[src/icache_repl.sv]
// icache replacement unit
// lowest invalid way first, otherwise a way from an 8-bit LFSR
module icache_repl #(
  parameter int unsigned NumWays = 4,
  localparam int unsigned WayW   = $clog2(NumWays)
) (
  input  logic               clk_i,
  input  logic               rst_ni,
  input  logic [NumWays-1:0] valid_i,
  input  logic               cmp_valid_i,
  input  logic               fill_en_i,
  output logic [NumWays-1:0] repl_way_oh_o
);

  logic [7:0]      lfsr_q;
  logic            lfsr_fb;
  logic            all_valid;
  logic [WayW-1:0] inv_way;
  logic [WayW-1:0] rnd_way;
  logic [WayW-1:0] repl_way;

  assign all_valid = &valid_i;

  // search downwards so the lowest invalid way wins
  always_comb begin
    inv_way = '0;
    for (int w = NumWays - 1; w >= 0; w--) begin
      if (!valid_i[w]) begin
        inv_way = WayW'(w);
      end
    end
  end

  // fibonacci LFSR, x^8 + x^6 + x^5 + x^4 + 1
  assign lfsr_fb = lfsr_q[7] ^ lfsr_q[5] ^ lfsr_q[4] ^ lfsr_q[3];
  assign rnd_way = lfsr_q[WayW-1:0];

  assign repl_way = all_valid ? rnd_way : inv_way;

  always_ff @(posedge clk_i or negedge rst_ni) begin
    if (!rst_ni) begin
      lfsr_q        <= 8'hA5;
      repl_way_oh_o <= '0;
    end else begin
      // only random fills move the sequence on
      if (fill_en_i && all_valid) begin
        lfsr_q <= {lfsr_q[6:0], lfsr_fb};
      end
      // capture during the compare, then hold through the miss
      if (cmp_valid_i) begin
        repl_way_oh_o <= NumWays'(1) << repl_way;
      end
    end
  end

endmodule

[config.mk]
export PLATFORM = sky130hd
export DESIGN_NAME = icache_repl
export DESIGN_NICKNAME = d
export VERILOG_FILES = /design/src/icache_repl.sv
export SDC_FILE = /design/constraint.sdc
export NUM_CORES = 1
export LEC_CHECK = 0
export ABC_AREA = 1
export BUFFER_PORTS_ARGS = -buffer_cell sky130_fd_sc_hd__buf_2
export CAP_MARGIN = 20
export CORE_AREA = 2 2 39 41
export CTS_CLUSTER_DIAMETER = 60
export DETAILED_ROUTE_END_ITERATION = 10
export DIE_AREA = 0 0 41 43
export GPL_ROUTABILITY_DRIVEN = 0
export PLACE_DENSITY = 0.78
export SLEW_MARGIN = 15
export SYNTH_ARGS = -nofsm -noshare
export SYNTH_HDL_FRONTEND = slang
export SYNTH_SLANG_ARGS = --single-unit
[constraint.sdc]
create_clock -name clk_i -period 1.4 [get_ports clk_i]
set_clock_uncertainty 0.1 [all_clocks]
set_input_delay 0.28 -clock clk_i [delete_from_list [all_inputs] [get_ports clk_i]]
set_output_delay 0.28 -clock clk_i [all_outputs]
set_load 0.05 [all_outputs]
# --- Word-level counts from Yosys, hierarchy flattened ---
# Index checks and enable logic that the tools add are counted.
# Widths: inputs -> output; s select.
totals:
  out_inout_bits: 4
  register_bits: 12
  ram_bits: 0
  latchBits: 0
  elab_cells: 13
  inputBits: 8
  mem_bits_ro: 0
  memories: 0
op_classes:
  bitwise_logic: 3
  mul: 0
  reduce_logical: 2
  div_mod_pow: 0
  eq_ne: 0
  n_shift: 1
  order_cmp: 0
  n_mux: 5
  n_addsub: 0
op_table:
  columns: ["cell", "count"]
  rows:
  - ["$mux 2", 5]
  - ["$reduce_and 4->1", 1]
  - ["$shl 1x2->4 const A", 1]
  - ["$xor 1x1->1", 3]
  - ["$logic_and 1x1->1", 1]

# --- Depth between registers and ports, before layout ---
depth:
  ltp_word: 6
  mapped_depth: 7
  ltp_nobuf: 7

# --- Least setup slack after synthesis ---
# Ideal clock, no wire load.
synth_timing:
  path_kind: "reg2reg"
  from: "register lfsr_q[5]"
  to: "register lfsr_q[0]"
  stages_incl_launch_ff: 5
  path_buffers: 0
  synth_period_minus_slack_ns: 1.002
  arrival_time_ns: 0.826
  setup_ns: 0.076
  required_ns: 1.224
  path_slack_ns: 0.398
  cell_sequence: "dfstp_2 xor2_1 nand2_1 nand3_2 nand2_1"
synth_between:
  elab_chain_cells: 3
synth_rtl:
  columns: ["item", "line_no", "source"]
  rows:
  - ["start, declared", "15", "logic [7:0] lfsr_q;"]
  - ["start signal, assigned", "47", "lfsr_q <= {lfsr_q[6:0], lfsr_fb};"]
  - ["$xor 1x1->1 (3 in series)", "35", "assign lfsr_fb = lfsr_q[7] ^ lfsr_q[5] ^ lfsr_q[4] ^ lfsr_q[3];"]
# No other way between the ends.
# A chain may end at the register's enable or synchronous reset.

# --- Worst setup path after layout ---
layout_timing:
  from: "register repl_way_oh_o[3]"
  to: "output port repl_way_oh_o[3]"
layout_rtl:
  columns: ["item", "line_no", "source"]
  rows:
  - ["start, declared", "12", "output logic [NumWays-1:0] repl_way_oh_o"]
  - ["start signal, assigned", "51", "repl_way_oh_o <= NumWays'(1) << repl_way;"]
# No word-level cell between the ends.

==> results.yml <==
placed_design:
  post-place-ws_ns: 0.3013
  placed_cells: 97
  io_buffers: 11
  place_area_um2: 661.9
  dp_hpwl_um: 795
floorplanning:
  die_x_um: 41
  ios: 12
  start_util_pct: 42.41
  rows: 14
  coreArea_um2: 1384
  fp.dieArea_um2: 1763
  die_y_um: 43
critical_path:
  crit_required_ns: 1.02
  critPathCaptureType: "output pin"
  max_stage_delay_ns: 0.35
  arrival_ns: 0.88
  r2r_start: "lfsr_q[5]"
  reg2reg_depth: 4
  critPathTopFamily: "flip-flops"
  critPathBufInv: 1
  setup.worst_path.start_class: "register"
  criticalPathCategory: "reg -> out"
  r2r_end: "lfsr_q[0]"
  crit_fanout: 2
  cp_slowest_cell: "dfrtp_1"
  worstPathCellList: "buf_2"
  rrSetupSlack_ns: 0.34
timing:
  finalCritPeriodShare_pct: 90.33
  drv_slew: 0
  tns_ns: 0
  slew_headroom_pct: 82.15
  worst_pin_slew_ns: 0.2677
  timing.hold.ws_ns: 0.1904
  hold_violations: 0
  rsz0062_at_grt: "no"
  fmax_mhz: 790.7
  finalWorstSetupSlack_ns: 0.1353
  setup-violations-final: 0
  min_period_ns: 1.265
drt:
  drc: 0
  drt-total-wl_um: 1100
  via_per_inst: 4.824
  wl_per_cell_um: 10.78
  drt-initial-drc-count: 7
  ant_nets: 0
  drtPass1Iterations: 4
  vias: 492
cells_and_area:
  final_common_cell: "nand2_1"
  final_cell_mix: "26 x nand2_1, 11 x buf_2, 9 x inv_1, 9 x o21ai_1, 8 x dfrtp_1"
  drive_above_1_share_pct: 31.40
  fin_util_pct: 51.18
  antenna_cells: 0
  syn_to_final_growth_pct: 20.68
  nNetsFinal: 95
  layoutNonFillerInstCount: 102
  final_area_um2: 708.2
clock_tree:
  clockRootBuffer: "clkbuf_4"
  cts_setup_buffers: 0
  clkLatencyLatePin_ns: 0.28
  htreeDepth: 1
  clock_sinks: 12
  cts_buffer_depth: 2
  cts_resized: 0
  cts_tree: "done"
  clk_pin_slew_ns: 0.08
  hold_buffers: 1
  cts-buffers-inserted: 3
worst_hold_path:
  worst_hold_startpoint: "cmp_valid_i"
  whs_path_depth: 3
  min_delay_worst_endpoint: "repl_way_oh_o[0]"
  hold_path_class: "in -> reg"
status:
  status: "complete, no violations"
pwr:
  finalPower_mw: 1.046
  power_density_nw_per_um2: 1477
  leakage_nw: 0.3799
  ir_worst_vdd_mv: 0.8392
global_route:
  antenna_found_initial: 0
  grt_usage_pct: 16.65
  grt_pass1_vias: 511
  grt_overflow: 0
  grt_pass1_wl_um: 1897
  grt_max_degree: 13
synth:
  synthesis.area_um2: 586.8
  synth.distinct_cells: 15
  synth_warnings: 0
  avgSynthCellArea_um2: 8.383
  postSynthCellCount: 70
  synth.net_count: 78
  ys_ff_latch: 12
  yosysSeqAreaShare_pct: 52.03
run:
  cap_violations: 0
layout make-up:
type | instances | area [um2]
Timing Repair Buffer | 12 | 65.06
Fill cell | 139 | 675.6
Multi-Input combinational cell | 47 | 235.2
Tap cell | 16 | 20.02
Inverter | 11 | 46.29
Sequential cell | 12 | 305.3
Clock buffer | 4 | 36.28
state kept, by name, summed over array words and instances, names as in the netlist:
register and count:
lfsr_q 8, repl_way_oh_o 4
report_power, final:
part | internal (mW) | switching, mW
registers | 0.456 | 0.0586
clock network | 0.158 | 0.120
logic | 0.0926 | 0.161
Yosys cell counts:
cell	instances	area [um2]
o21ai_1	9	45.04
dfrtp_1	8	200.2
o21ai_2	1	8.760
nand2_2	3	18.77
clkinv_1	1	3.750
nor2_4	1	11.26
nand2_1	26	97.59
inv_1	9	33.78
nand3_2	1	10.01
xnor2_1	1	8.760
nand2_4	1	11.26
xor2_1	1	8.760
dfstp_2	4	105.1
clkinv_4	1	8.760
nand3_1	3	15.01
layer usage:
| metal | share of wire (%) | track usage [%] |
|---|---|---|
| met4 | 4.3 | 12.00 |
| met5 | 0 | 0 |
| met3 | 3.7 | 3.141 |
| met1 | 42 | 16.67 |
| met2 | 50 | 28.13 |
cells by family (layout without fill, tap and decap cells):
kind of cell | count (synthesis) | in the layout | share of synthesized area, %
buf+inv | 11 | 27 | 7.888
flops | 12 | 12 | 52.03
xor+xnor | 2 | 2 | 2.986
compound gates | 10 | 10 | 9.168
simple gates | 35 | 35 | 27.93
worst max-delay path by stage:
stage | startpoint | endpoint | slack, ns | cells past startpoint
final | repl_way_oh_o[3] | repl_way_oh_o[3] | 0.14 | 1
after global routing | repl_way_oh_o[2] | repl_way_oh_o[2] | 0.07 | 1
after global placement | valid_i[2] | lfsr_q[3] | 0.32 | 7
after floorplan | lfsr_q[5] | lfsr_q[0] | 0.40 | 4
after detailed placement | valid_i[2] | lfsr_q[3] | 0.30 | 7
after CTS | repl_way_oh_o[2] | repl_way_oh_o[2] | 0.12 | 1
Power figures use the tool's default switching activity.
