### config.mk
export PLATFORM = sky130hd
export DESIGN_NAME = icache_tag_store
export DESIGN_NICKNAME = d
export VERILOG_FILES = /design/src/icache_pkg.sv /design/src/icache_tag_store.sv
export SDC_FILE = /design/constraint.sdc
export NUM_CORES = 1
export LEC_CHECK = 0
export ABC_AREA = 1
export BUFFER_PORTS_ARGS = -buffer_cell sky130_fd_sc_hd__buf_4
export CELL_PAD_IN_SITES_DETAIL_PLACEMENT = 1
export CELL_PAD_IN_SITES_GLOBAL_PLACEMENT = 2
export CORE_UTILIZATION = 38
export CTS_CLUSTER_DIAMETER = 120
export CTS_CLUSTER_SIZE = 30
export DETAILED_ROUTE_END_ITERATION = 10
export GPL_TIMING_DRIVEN = 0
export PLACE_DENSITY_LB_ADDON = 0.2
export SYNTH_ARGS = -nofsm -noshare
export SYNTH_HDL_FRONTEND = slang
export SYNTH_SLANG_ARGS = --single-unit
### constraint.sdc
create_clock -name clk_i -period 3.05 [get_ports clk_i]
set_clock_uncertainty 0.15 [all_clocks]
set_input_delay 0.915 -clock clk_i [delete_from_list [all_inputs] [get_ports clk_i]]
set_output_delay 0.915 -clock clk_i [all_outputs]
set_load 0.02 [all_outputs]
### src/icache_pkg.sv
// instruction cache shared definitions
// widths, address and data types, and controller states
package icache_pkg;

  ////////////////////////////////////////////////////
  // widths
  ////////////////////////////////////////////////////

  // physical byte address
  localparam int unsigned ADDR_W     = 32;
  // one instruction word
  localparam int unsigned FETCH_W    = 32;
  // one cache line, four instruction words
  localparam int unsigned LINE_W     = 128;
  // byte offset inside a line
  localparam int unsigned OFFSET_W   = 4;
  // byte offset inside one instruction word
  localparam int unsigned BYTE_OFF_W = 2;

  ////////////////////////////////////////////////////
  // types
  ////////////////////////////////////////////////////

  typedef logic [ADDR_W-1:0]  addr_t;
  typedef logic [FETCH_W-1:0] fetch_data_t;
  // line as held in the data arrays and as returned by memory
  typedef logic [LINE_W-1:0]  line_t;

  // controller states
  // FLUSH clears all valid bits and is also the reset state
  typedef enum logic [1:0] {
    FLUSH,
    IDLE,
    READ,
    MISS
  } icache_state_e;

endpackage

### src/icache_tag_store.sv
// icache tag store
// tag and valid arrays per way, flush walker, tag compare and hit vector
module icache_tag_store import icache_pkg::*; #(
  parameter int unsigned NumWays  = 4,
  parameter int unsigned NumSets  = 16,
  localparam int unsigned IdxW    = $clog2(NumSets),
  localparam int unsigned TagW    = ADDR_W - IdxW - OFFSET_W
) (
  input  logic               clk_i,
  input  logic               rst_ni,
  input  logic               lookup_en_i,
  input  logic               fill_en_i,
  input  logic               flush_en_i,
  input  logic [IdxW-1:0]    index_i,
  input  logic [TagW-1:0]    tag_i,
  input  logic [NumWays-1:0] repl_way_oh_i,
  output logic [NumWays-1:0] hit_o,
  output logic [NumWays-1:0] valid_o,
  output logic               flush_done_o
);

  logic [IdxW-1:0] flush_cnt_q;
  logic [IdxW-1:0] addr;
  logic [TagW:0]   wdata;

  ////////////////////////////////////////////////////
  // flush walker
  ////////////////////////////////////////////////////

  // last set reached while flushing
  assign flush_done_o = flush_en_i && (flush_cnt_q == IdxW'(NumSets - 1));

  always_ff @(posedge clk_i or negedge rst_ni) begin
    if (!rst_ni) begin
      flush_cnt_q <= '0;
    end else if (flush_done_o) begin
      flush_cnt_q <= '0;
    end else if (flush_en_i) begin
      flush_cnt_q <= flush_cnt_q + 1'b1;
    end
  end

  // the walker owns the array address during a flush
  assign addr  = flush_en_i ? flush_cnt_q : index_i;
  // valid bit on top, tag below
  // flush writes all zero, fill writes the saved tag as valid
  assign wdata = flush_en_i ? '0 : {1'b1, tag_i};

  ////////////////////////////////////////////////////
  // arrays and compare
  ////////////////////////////////////////////////////

  for (genvar w = 0; w < NumWays; w++) begin : gen_way
    logic [TagW:0] mem_q [NumSets];
    logic [TagW:0] rdata_q;
    logic          we;

    // flush clears every way, fill only the chosen one
    assign we = flush_en_i | (fill_en_i & repl_way_oh_i[w]);

    always_ff @(posedge clk_i) begin
      if (we) begin
        mem_q[addr] <= wdata;
      end
      // registered read, held until the next lookup
      if (lookup_en_i) begin
        rdata_q <= mem_q[addr];
      end
    end

    assign valid_o[w] = rdata_q[TagW];
    // a hit needs a matching tag in a valid entry
    assign hit_o[w]   = valid_o[w] && (rdata_q[TagW-1:0] == tag_i);
  end

endmodule

# [Word level (Yosys, flattened, before mapping)]
# Memory sizes are Yosys's and may differ from the RTL's. A register that Yosys moved wholly into a read port is not among the register bits.
# Cells that the tools add are included.
# W data, S select, Z words.
[totals] ff_bits=4 ram_bits=1600 inputBits=37 output_inout_bits=9 wordCells=37 n_memories=4
[memory_table] memory="gen_way[0].mem_q" depth=16 word_bits=25 rd=1 rd_clocked_by_memory_dff=1 wr=1 line_no="icache_tag_store.sv:54" source="logic [TagW:0] mem_q [NumSets];"
[memory_table] memory="gen_way[1].mem_q" depth=16 word_bits=25 rd=1 rd_clocked_by_memory_dff=1 wr=1 line_no="icache_tag_store.sv:54"
[memory_table] memory="gen_way[2].mem_q" depth=16 word_bits=25 rd=1 rd_clocked_by_memory_dff=1 wr=1 line_no="icache_tag_store.sv:54"
[memory_table] memory="gen_way[3].mem_q" depth=16 word_bits=25 rd=1 rd_clocked_by_memory_dff=1 wr=1 line_no="icache_tag_store.sv:54"
[op_classes] add_sub_neg=1 n_eq_ne=5 mux=12 n_bitwise=8 reduce_logical=6
[ops] cell="$eq A24 B24 Y1" n=4
[ops] cell="$mux W25" n=1
[ops] cell="$mux W4" n=3
[ops] cell="$mux W1" n=8
[ops] cell="$logic_and A1 B1 Y1" n=5
[ops] cell="$add A4 B1 Y4 const B" n=1
[ops] cell="$and A1 B1 Y1" n=4
[ops] cell="$eq A4 B4 Y1 const B" n=1
[ops] cell="$or A1 B1 Y1" n=4
[ops] cell="$reduce_bool A2 Y1" n=1

# [Longest topological paths before layout]
[depth] depth_word=4 ltp_mapped=15

# [Worst setup path before layout]
# OpenSTA, ideal clock, no wires.
[synth_path] path_type="in2reg" startpoint="input port flush_en_i" endpoint="memory gen_way[0].mem_q[13][0] (netlist name), enable pin" setup_ns=0.407 t_arrival_ns=3.492 required_time_ns=2.493 setup_slack_ns=-0.999 stages=11 cell_sequence="buf_4 -> inv_2 -> nand2_4 -> nand2_2 -> buf_4 -> buf_4 -> buf_4 -> nand2_1 -> inv_2 -> nand2_1 -> nor2_1"
[synth_between] elab_chain_cells=3 elab_cells_between_ends=4 cone_classes="mux (3); bitwise (1)"
[synth_lines] item="start: declaration" line_no="icache_tag_store.sv:13" source="input logic flush_en_i,"
[synth_lines] item="$or A1 B1 Y1" line_no="icache_tag_store.sv:59" source="assign we = flush_en_i | (fill_en_i & repl_way_oh_i[w]);"
[synth_lines] item="$mux W1" line_no="icache_tag_store.sv:62" source="if (we) begin"
[synth_lines] item="$mux W1 (implied by the code)" line_no="icache_tag_store.sv:63" source="mem_q[addr] <= wdata;"
[synth_lines] item="end: declaration" line_no="icache_tag_store.sv:54"
# Several ways; a longest one is shown, not always the timed one.

# [Final worst setup path]
[layout_path] startpoint="input port tag_i[7]" endpoint="output port hit_o[2]"
[layout_between] elab_chain_cells=2
[layout_lines] item="start: declaration" line_no="icache_tag_store.sv:15" source="input logic [TagW-1:0] tag_i,"
[layout_lines] item="$eq A24 B24 Y1" line_no="icache_tag_store.sv:73" source="assign hit_o[w] = valid_o[w] && (rdata_q[TagW-1:0] == tag_i);"
[layout_lines] item="$logic_and A1 B1 Y1" line_no="icache_tag_store.sv:73"
[layout_lines] item="end: declaration" line_no="icache_tag_store.sv:17" source="output logic [NumWays-1:0] hit_o,"
# Every way passes these cells.

==> reports/qor.yml <==
htree_num_levels: 3
drc_errors: 0
ys_top_cells_by_area: "edfxtp_1, nand2_1, nand3_1"
grt.overflow.total: 0
hold-worst-slack_ps: 356
crit_arrival_ps: 2250
start_util: 0.383
ant_nets: 0
tightest_slew_ps: 1400
ys_seq_elements: 1704
cts.path.max_buffers: 3
synth_nets: 7069
dp_cells: 9644
antenna_found_initial: 13
period_needed_ps: 3320
path_clk_slew_ps: 120
final_cell_mix: "nand2_1, edfxtp_1, nand3_1"
leakage_nw: 34.4
rows: 160
syn_area_mm2: 0.0730
grt_max_degree: 101
grt_pass1_vias: 52300
final_layout_size_suffix_gt1_frac: 0.116
synth_top_family_by_area: "simple AND/OR/NAND/NOR gates"
wirelength_mm: 267
die_height_um: 440
total_power_w: 0.0516
nNetsFinal: 7532
insertion_delay_ps: 730
pin_count: 46
final_common_cell: "nand2_1"
slew_headroom: 0.0663
synthXorXnorAreaFrac: 0.00384
yosysTopAreaCellShare: 0.700
max_freq_mhz: 301
ys_types: 32
drtIter0Drc: 4914
yosys.area.top_type: "edfxtp_1"
yosysSeqAreaShare: 0.701
core-area_mm2: 0.190
routedWlPerCell_um: 26.6
hp-class: "in2async"
die_w_um: 440
critPathLaunchType: "primary input"
clkSinkCount: 1704
setup_slack_ps: -268
crit_required_ps: 1980
final_cells: 10000
hpwl_mm: 177
die_area_mm2: 0.194
numPortBuffers: 43
drtPass1Iterations: 5
grt_pass1_wl_mm: 377
endpoint_kind: "output pin"
gp_congestion: 0.922
synth_compound_area_frac: 0.00485
tritoncts: "done"
final_max_slew_viol_count: 0
cts_root_buf: "clkbuf_16"
grtUsageTotal: 0.275
setup-violations-final: 12
crit_chain: "buf_4 > clkinvlp_4 > buf_12 > buf_6 > o21ai_0 > nor2_1 > nand2_1 > nor2_2 > nand2_1 > nor2_4 > buf_6"
cts_inserted_buffers: 67
fin_util: 0.445
power_density_mw_per_mm2: 609
max-cap-violations: 0
viasPerCell: 5.14
crit_type: "in2out"
critPathSlowestCell: "nor2_4"
violations: "negative setup slack"
area_growth_pct: 16.2
synthCells: 7031
hold_viol_final: 0
synth.avg_cell_area_um2: 10.4
critPathMaxFanout: 6
r2r_setup_slack_ps: 60
ir_worst_vdd_mv: 0.459
critPathMaxStageDelay_ps: 180
synthMuxAreaShare: 0.000137
synthAdderAreaFrac: 0.000171
fin_tns_setup_ps: -836
dr_total_vias: 51500
finalCritPeriodShare: 1.09
rsz0062_at_grt: "true"
synth-simple-area-share: 0.250
outcome: "complete, but fails checks"
synth-warning-count: 0
logic make-up after synthesis:
kind of cell,count (synthesis)
mux,1
xor+xnor,32
compound gates,61
flops,1704
fa+ha+maj,1
simple gates,4574
buf+inv,658
worst max-delay path: cells and delay by family:
| family | cells | cell delay (ps) |
|---|---|---|
| buffers and inverters | 5 | 610 |
| and+or+nand+nor | 5 | 610 |
| AOI/OAI and AO/OA | 1 | 110 |
routing by layer:
| layer | part of all wire | global-route usage | vias to the layer above | wire length, um |
|---|---|---|---|---|
| met5 | 0 | 0 | - | 0 |
| met4 | 0.040 | 0.0992 | 0 | 10800 |
| met3 | 0.051 | 0.0290 | 331 | 13700 |
| met2 | 0.46 | 0.440 | 1380 | 122000 |
| met1 | 0.45 | 0.388 | 25600 | 121000 |
| li1 | - | - | 24200 | - |
timing repair:
action | in CTS | in global routing
hold endpoints to repair | 4 | 0
gates cloned | 61 | 1
setup endpoints to repair | 2983 | 1403
setup buffers | 194 | 32
resized for setup | 202 | 38
hold buffers | 1 | 0
pin swaps | 137 | 22
Yosys cell counts:
master    number
o221ai_1       1
dfrtp_1        4
buf_4         58
nor2_1       127
nor3_1        10
xnor2_1       13
o21a_1         1
nand3_1      809
o22ai_1       14
nor2_4         3
o21bai_1       2
clkinv_1       3
buf_6          3
o21ai_4        1
inv_1        238
xor2_1        19
nand2_4        1
nor2_2         3
o211ai_1       2
buf_2        164
clkbuf_1     155
nand2_1     3615
edfxtp_1    1700
nand2_2        3
o21ai_2        1
mux2i_1        1
nand4_1        3
buf_1         31
ha_1           1
inv_2          6
o21ai_0       34
a21oi_1        5
cell type report:
type	count	area [um2]
Fill cell	20800	106000
Clock buffer	83	1820
Sequential cell	1704	51100
Tap cell	2511	3140
Buffer	411	2060
Antenna cell	4	10.0
Timing Repair Buffer	332	4910
Inverter	247	1030
Multi-Input combinational cell	4731	20600
Clock inverter	5	55.1
where the power goes:
group | internal, W | switching [W] | leakage [nW] | total, W
combinational | 0.00334 | 0.00882 | 17.7 | 0.0122
clock | 0.00432 | 0.00723 | 0.916 | 0.0116
sequential | 0.0274 | 0.000482 | 15.8 | 0.0279
state kept, by name, indices dropped and copies added, names as in the netlist:
| register | cells |
|---|---|
| flush_cnt_q | 4 |
| gen_way.mem_q | 1600 |
| gen_way.rdata_q | 100 |
stage by stage:
step / setup WS, ps / cell area, um2
4_1_cts: -256 / 84300
5_1_grt: -277 / 84800
3_3_place_gp: -5250 / 76900
3_5_place_dp: -2360 / 78300
2_1_floorplan: -508 / 73400
6_report: -268 / 84800
final timing paths:
kind / from / to / depth (start not counted)
max: tag_i[7] / hit_o[2] / 11
min: rst_ni / flush_cnt_q[3] / 2
max reg2reg: flush_cnt_q[0] / gen_way[3].mem_q[2][0] / 8
min reg2reg: flush_cnt_q[3] / flush_cnt_q[3] / 2
max in group asynchronous: rst_ni / flush_cnt_q[2] / 2
min in group clk_i: flush_cnt_q[3] / flush_cnt_q[3] / 2
No activity file was read; power rests on OpenSTA's default activity.
