===== config.mk =====
export PLATFORM = sky130hd
export DESIGN_NAME = icache_ctrl
export DESIGN_NICKNAME = d
export VERILOG_FILES = /design/src/icache_pkg.sv /design/src/icache_ctrl.sv
export SDC_FILE = /design/constraint.sdc
export NUM_CORES = 1
export LEC_CHECK = 0
export BUFFER_PORTS_ARGS = -buffer_cell sky130_fd_sc_hd__buf_2
export CAP_MARGIN = 40
export CELL_PAD_IN_SITES_DETAIL_PLACEMENT = 0
export CELL_PAD_IN_SITES_GLOBAL_PLACEMENT = 1
export CORE_MARGIN = 8
export CORE_UTILIZATION = 32
export DETAILED_ROUTE_END_ITERATION = 8
export PLACE_DENSITY = 0.95
export SLEW_MARGIN = 20
export SYNTH_ARGS = -nofsm -noshare
export SYNTH_HDL_FRONTEND = slang
export SYNTH_SLANG_ARGS = --single-unit

===== constraint.sdc =====
create_clock -name clk_i -period 6.1 [get_ports clk_i]
set_input_delay 0.305 -clock clk_i [delete_from_list [all_inputs] [get_ports clk_i]]
set_output_delay 0.305 -clock clk_i [all_outputs]
set_load 0.005 [all_outputs]

===== src/icache_pkg.sv =====
// instruction cache shared definitions
// widths, address and data types, and controller states
package icache_pkg;

  ////////////////////////////////////////////////////
  // widths
  ////////////////////////////////////////////////////

  // physical byte address
  localparam int unsigned ADDR_W     = 32;
  // one instruction word
  localparam int unsigned FETCH_W    = 32;
  // one cache line, four instruction words
  localparam int unsigned LINE_W     = 128;
  // byte offset inside a line
  localparam int unsigned OFFSET_W   = 4;
  // byte offset inside one instruction word
  localparam int unsigned BYTE_OFF_W = 2;

  ////////////////////////////////////////////////////
  // types
  ////////////////////////////////////////////////////

  typedef logic [ADDR_W-1:0]  addr_t;
  typedef logic [FETCH_W-1:0] fetch_data_t;
  // line as held in the data arrays and as returned by memory
  typedef logic [LINE_W-1:0]  line_t;

  // controller states
  // FLUSH clears all valid bits and is also the reset state
  typedef enum logic [1:0] {
    FLUSH,
    IDLE,
    READ,
    MISS
  } icache_state_e;

endpackage


===== src/icache_ctrl.sv =====
// icache controller
// fetch and refill sequencing, flush handling and memory request generation
module icache_ctrl import icache_pkg::*; #(
  parameter int unsigned NumWays = 4,
  parameter int unsigned NumSets = 16,
  localparam int unsigned IdxW   = $clog2(NumSets),
  localparam int unsigned TagW   = ADDR_W - IdxW - OFFSET_W
) (
  input  logic                clk_i,
  input  logic                rst_ni,
  input  logic                flush_i,
  input  logic                en_i,
  input  logic                fetch_req_i,
  input  addr_t               fetch_addr_i,
  input  logic [NumWays-1:0]  hit_i,
  input  logic                flush_done_i,
  input  logic                mem_ack_i,
  input  logic                mem_rtrn_vld_i,
  output logic                fetch_ready_o,
  output logic                fetch_valid_o,
  output logic                lookup_en_o,
  output logic                fill_en_o,
  output logic                flush_en_o,
  output logic                cmp_valid_o,
  output logic [IdxW-1:0]     index_o,
  output logic [OFFSET_W-1:0] offset_o,
  output logic [TagW-1:0]     tag_o,
  output logic                mem_req_o,
  output addr_t               mem_addr_o,
  output logic                mem_nc_o,
  output logic                busy_o,
  output logic                miss_o
);

  icache_state_e state_d, state_q;
  logic          en_d, en_q;
  logic          flush_d, flush_q;
  logic          nc_q;
  logic          accept;
  logic          hit;
  addr_t         addr_q;

  ////////////////////////////////////////////////////
  // address split and memory address
  ////////////////////////////////////////////////////

  assign accept = fetch_ready_o & fetch_req_i;

  // lookup uses the incoming address, fill uses the held one
  assign index_o  = accept ? fetch_addr_i[OFFSET_W +: IdxW] : addr_q[OFFSET_W +: IdxW];
  assign offset_o = addr_q[OFFSET_W-1:0];
  assign tag_o    = addr_q[ADDR_W-1 -: TagW];

  // word address for non-cacheable reads, line address otherwise
  assign mem_addr_o = nc_q ? {addr_q[ADDR_W-1:BYTE_OFF_W], {BYTE_OFF_W{1'b0}}} :
                             {addr_q[ADDR_W-1:OFFSET_W], {OFFSET_W{1'b0}}};
  assign mem_nc_o   = nc_q;

  // tag compare only means something for cacheable reads
  assign cmp_valid_o = (state_q == READ) & ~nc_q;
  assign hit         = cmp_valid_o & (|hit_i);
  assign lookup_en_o = accept & en_q;
  assign busy_o      = (state_q != IDLE);

  ////////////////////////////////////////////////////
  // state machine
  ////////////////////////////////////////////////////

  always_comb begin
    state_d       = state_q;
    // disabling takes effect at once, enabling only through a flush
    en_d          = en_q & en_i;
    // collect flush requests, including one for re-enabling
    flush_d       = flush_q | flush_i | (en_i & ~en_q);
    fetch_ready_o = 1'b0;
    fetch_valid_o = 1'b0;
    flush_en_o    = 1'b0;
    fill_en_o     = 1'b0;
    mem_req_o     = 1'b0;
    miss_o        = 1'b0;

    unique case (state_q)
      // clear one set per cycle
      FLUSH: begin
        flush_en_o = 1'b1;
        if (flush_done_i) begin
          state_d = IDLE;
          flush_d = 1'b0;
          en_d    = en_i;
        end
      end
      // pending flush goes first, then new fetches
      IDLE: begin
        if (flush_d) begin
          state_d = FLUSH;
        end else begin
          fetch_ready_o = 1'b1;
          if (fetch_req_i) begin
            state_d = READ;
          end
        end
      end
      // hit returns now, anything else asks memory
      READ: begin
        if (hit) begin
          fetch_valid_o = 1'b1;
          state_d       = IDLE;
        end else begin
          mem_req_o = 1'b1;
          if (mem_ack_i) begin
            // only cacheable misses count
            miss_o  = ~nc_q;
            state_d = MISS;
          end
        end
      end
      // return is taken unconditionally
      MISS: begin
        if (mem_rtrn_vld_i) begin
          fetch_valid_o = 1'b1;
          fill_en_o     = ~nc_q;
          state_d       = IDLE;
        end
      end
      default: begin
        state_d = FLUSH;
      end
    endcase
  end

  ////////////////////////////////////////////////////
  // registers
  ////////////////////////////////////////////////////

  always_ff @(posedge clk_i or negedge rst_ni) begin
    if (!rst_ni) begin
      state_q <= FLUSH;
      en_q    <= 1'b0;
      flush_q <= 1'b0;
      nc_q    <= 1'b0;
    end else begin
      state_q <= state_d;
      en_q    <= en_d;
      flush_q <= flush_d;
      // a fetch accepted while disabled bypasses the arrays
      if (accept) begin
        nc_q <= ~en_q;
      end
    end
  end

  always_ff @(posedge clk_i) begin
    if (accept) begin
      addr_q <= fetch_addr_i;
    end
  end

endmodule


Word level (Yosys, flattened, before mapping)
Cells that the tools add are included.

word-level totals
  register bits after elaboration = 37
  output and inout bits = 74
  logic and storage cells = 52

operators by class
  equality and inequality tests = 8
  mux-type cells = 26
  bitwise operators = 10
  reductions and logical operators = 3

operators by type and width
  cell                  count
  $mux W1               16
  $mux W2               6
  $mux W4               2
  $pmux W2 S4           1
  $and A1 B1 Y1         6
  $ne A3 B3 Y1 const B  2
  $eq A2 B2 Y1 const B  2
  $ne A2 B2 Y1 const B  2
  $reduce_and A4 Y1     1
  $reduce_or A4 Y1      1
  $eq A2 B1 Y1 const B  1
  $logic_not A2 Y1      1
  $ne A2 B1 Y1 const B  1
  $not A1 Y1            2
  $or A1 B1 Y1          2
  $pmux W1 S2           1

Depth between registers and ports, before layout
  depth in word-level cells = 7
  mapped depth = 7

Least setup slack after synthesis
Ideal clock, no wire load.

  path type = register to register
  from = register state_q[1]
  to = register addr_q[0] (enable)
  library setup time = 387 ps
  arrival time = 2049 ps
  slack = 3664 ps
  cell stages (with the launch flop) = 8
  buffers on the path = 0
  period minus slack after synthesis = 2436 ps
  cells stage by stage = dfrtp_1 -> inv_1 -> ha_1 -> inv_1 -> or4_4 -> inv_2 -> nand2_4 -> inv_1

between the ends
  cells in the longest elaborated chain, start to end = 3

ends and longest elaborated chain
  what                      line                source
  start: declaration        icache_ctrl.sv:35   icache_state_e state_d, state_q;
  start signal: assignment  icache_ctrl.sv:142  state_q <= state_d;
  $eq A2 B1 Y1              icache_ctrl.sv:82   unique case (state_q)
  $mux W1                   icache_ctrl.sv:82
  named net fetch_ready_o   icache_ctrl.sv:19   output logic fetch_ready_o,
  $and A1 B1 Y1             icache_ctrl.sv:47   assign accept = fetch_ready_o & fetch_req_i;
  named net accept          icache_ctrl.sv:39   logic accept;
  end signal: assignment    icache_ctrl.sv:154  addr_q <= fetch_addr_i;
  end: declaration          icache_ctrl.sv:41   addr_t addr_q;

The timed path passes the listed nets, and every way through them passes these cells.
A chain may end at the register's enable or synchronous reset.

Worst setup path in the final report
  from = register state_q[1]
  to = register addr_q[14] (enable)

between the ends
  cells in the longest elaborated chain, start to end = 3

ends and longest elaborated chain
  what              line
  $eq A2 B1 Y1      icache_ctrl.sv:82
  $mux W1           icache_ctrl.sv:82
  $and A1 B1 Y1     icache_ctrl.sv:47
  named net accept  icache_ctrl.sv:39

The timed path passes the listed nets, and every way through them passes these cells.

==> results.py <==
metrics = {
    "sta": {
        "rsz0062_at_grt": "false",
        "finalCritPeriodShare_pct": 40.7,
        "finClkSkew_ns": 0.00705,
        "fin_ws_ns": 3.62,
        "setup_viol": 0,
        "clock.fmax_ghz": 0.403,
        "tns_ns": 0,
        "relSlewSlack_pct": 57.9,
        "slew_viol_final": 0,
        "tightestPinTransition_ns": 0.631,
        "fin_crit_ns": 2.48,
        "hold_violations": 0,
    },
    "setup_path": {
        "cp.required_ns": 6.08,
        "path_class": "reg2reg",
        "crit_family": "buffers and inverters",
        "max_stage_delay_ns": 0.55,
        "cp_slowest_cell": "or4_4",
        "critPathCaptureType": "flip-flop",
        "worstPathArrival_ns": 2.46,
        "start_kind": "flip-flop",
        "critical_path_buf_inv_count": 5,
        "setup.worst_path.start": "state_q[1]$_DFFE_PN0P_",
        "crit_fanout": 19,
        "crit_path_frequent_cell": "inv_1",
        "r2r_start": "state_q[1]$_DFFE_PN0P_",
        "crit_chain": "inv_1 > ha_1 > inv_1 > or4_4 > inv_2 > nand2_4 > inv_1 > buf_16",
    },
    "layout": {
        "multiInputGateArea_um2": 285,
        "syn2layout_area_growth_pct": 37.2,
        "final_cells": 271,
        "final_cell_mix": "buf_2, edfxtp_1, inv_1",
        "nets": 251,
        "layout_commonest_cell": "buf_2",
        "register_area_um2": 1090,
        "antennaDiodeCount": 0,
        "drive_gt1_share_pct": 64.2,
        "fill_cells": 452,
    },
    "global_route": {
        "grt_pass1_vias": 1287,
        "grt_max_degree": 20,
        "antenna_found_initial": 1,
        "grt_pass1_wl_mm": 5.96,
        "grt_usage_pct": 10.1,
        "gr-total-overflow": 0,
    },
    "cts": {
        "post_cts_buffers": 0,
        "htree_num_levels": 2,
        "clock_latency_ns": 0.28,
        "path_clk_slew_ns": 0.07,
        "cts_resized": 0,
        "clock_path_buffers": 2,
        "cts_tree": "done",
        "holdBufCountCts": 1,
        "cts_buffers": 5,
        "root_buffer": "clkbuf_8",
        "cts_sinks": 37,
    },
    "placed_design": {
        "place_congestion": 0.702,
        "pre_cts_ws_ns": 3.58,
        "io_buffers": 115,
        "hpwl_mm": 3.29,
        "dp_cells": 262,
    },
    "synthesis": {
        "ys.flop_type": "edfxtp_1",
        "synth.distinct_cells": 24,
        "yosys_warnings": 0,
        "synth-seq-cells": 37,
        "syn_inst": 104,
        "async_flop_share_pct": 13.5,
        "avgSynthCellArea_um2": 15.4,
        "netlist_area_um2": 1600,
        "synth-edff-count": 32,
        "yosysSeqAreaShare_pct": 67.9,
    },
    "detailed_routing": {
        "wirelength_mm": 3.88,
        "wire_per_inst_um": 14.3,
        "antenna_left": 0,
        "vias": 1111,
        "drt-pass1-iter-count": 4,
        "via_per_inst": 4.10,
        "drt-initial-drc-count": 10,
        "drc": 0,
    },
    "worst_hold_path": {
        "min_from": "fetch_addr_i[12]",
        "hold_class": "in2reg",
    },
    "floorplan": {
        "initial_core_util_pct": 33.4,
        "dieArea_um2": 7520,
        "coreArea_um2": 4790,
        "num_rows": 25,
        "die_x_um": 86.7,
        "die_h_um": 86.7,
        "io_pins": 118,
    },
    "power_and_ir_drop": {
        "power_density_nw_per_um2": 272,
        "total_power_uw": 597,
        "peakVddDrop_v": 0.000144,
        "p_leak_nw": 1.08,
    },
    "status": {
        "outcome": "finished clean",
    },
    "run": {
        "cap_violations": 0,
    },
}
==> layer usage <==
| metal | up-vias | wire, µm | track usage (%) |
|---|---|---|---|
| li1 | 529 | - | - |
| met1 | 497 | 1620 | 10.8 |
| met2 | 81 | 1710 | 16.4 |
| met3 | 2 | 533 | 6.43 |
| met4 | 2 | 0 | 2.35 |
| met5 | - | 12 | 0 |
==> cells by family after synthesis <==
family,after synthesis,synth area share (%)
AOI/OAI and AO/OA,7,3.52
adders and majority gates,4,3.13
buffers and inverters,36,14.5
DFF,37,67.9
muxes,7,6.02
other,1,0.234
and+or+nand+nor,12,4.69
==> power breakdown <==
part	leakage, nW	internal [mW]	total (mW)	switching, mW
clock network	0.0455	0.0920	0.168	0.0764
registers	0.349	0.298	0.313	0.0157
logic	0.685	0.0612	0.115	0.0536
total	1.08	0.451	0.597	0.146
==> worst reg2reg max path, cell delays in order, from the launching register on <==
cell     delay [ns]
dfrtp_1        0.41
inv_1          0.09
ha_1           0.17
inv_1          0.06
or4_4          0.55
inv_2          0.10
nand2_4        0.09
inv_1          0.48
buf_16         0.24
==> per-stage QoR <==
stage | utilization [%] | cell area, µm² | hold slack (ns)
after CTS | 45.9 | 2200 | 0.185
after global placement | 43.2 | 2070 | 0.126
final | 45.9 | 2200 | 0.198
after floorplan | - | 1600 | 0.00941
after global routing | 45.9 | 2200 | 0.179
after detailed placement | 43.8 | 2100 | 0.125
==> flip-flops by register name, summed over array words and instances (netlist names) <==
signal    cells
flush_q       1
addr_q       32
state_q       2
mem_nc_o      1
en_q          1
==> synthesized netlist by cell type, types with 2 or more instances <==
library cell	n	share of area, %
inv_1	9	2.1
buf_4	26	12
nand2_1	2	0.47
a21boi_0	2	0.94
mux2_4	5	4.7
dfrtp_1	5	7.8
edfxtp_1	32	60
ha_1	4	3.1
nor2_1	2	0.47
and2_1	2	0.78
o21ai_0	2	0.63
==> worst paths after layout <==
check | cells after the start | slack (ns) | end
hold / removal | 1 | 0.20 | addr_q[12]$_DFFE_PP_
setup / recovery | 8 | 3.62 | addr_q[14]$_DFFE_PP_
max in group asynchronous | 2 | 5.59 | mem_nc_o$_DFFE_PN0P_
hold reg to reg | 1 | 0.52 | flush_q$_DFF_PN0_
setup reg to reg | 8 | 3.62 | addr_q[14]$_DFFE_PP_
min in group asynchronous | 2 | 0.37 | en_q$_DFF_PN0_
==> layout make-up <==
cell class / count / area share (%)
well taps: 67 / 3.82
flip-flops and latches: 37 / 49.5
multi-input cells: 32 / 13.0
clock buffers: 8 / 4.10
repair buffers: 117 / 27.9
inverters: 10 / 1.71
Note: power is estimated with default switching activity, not from simulation.
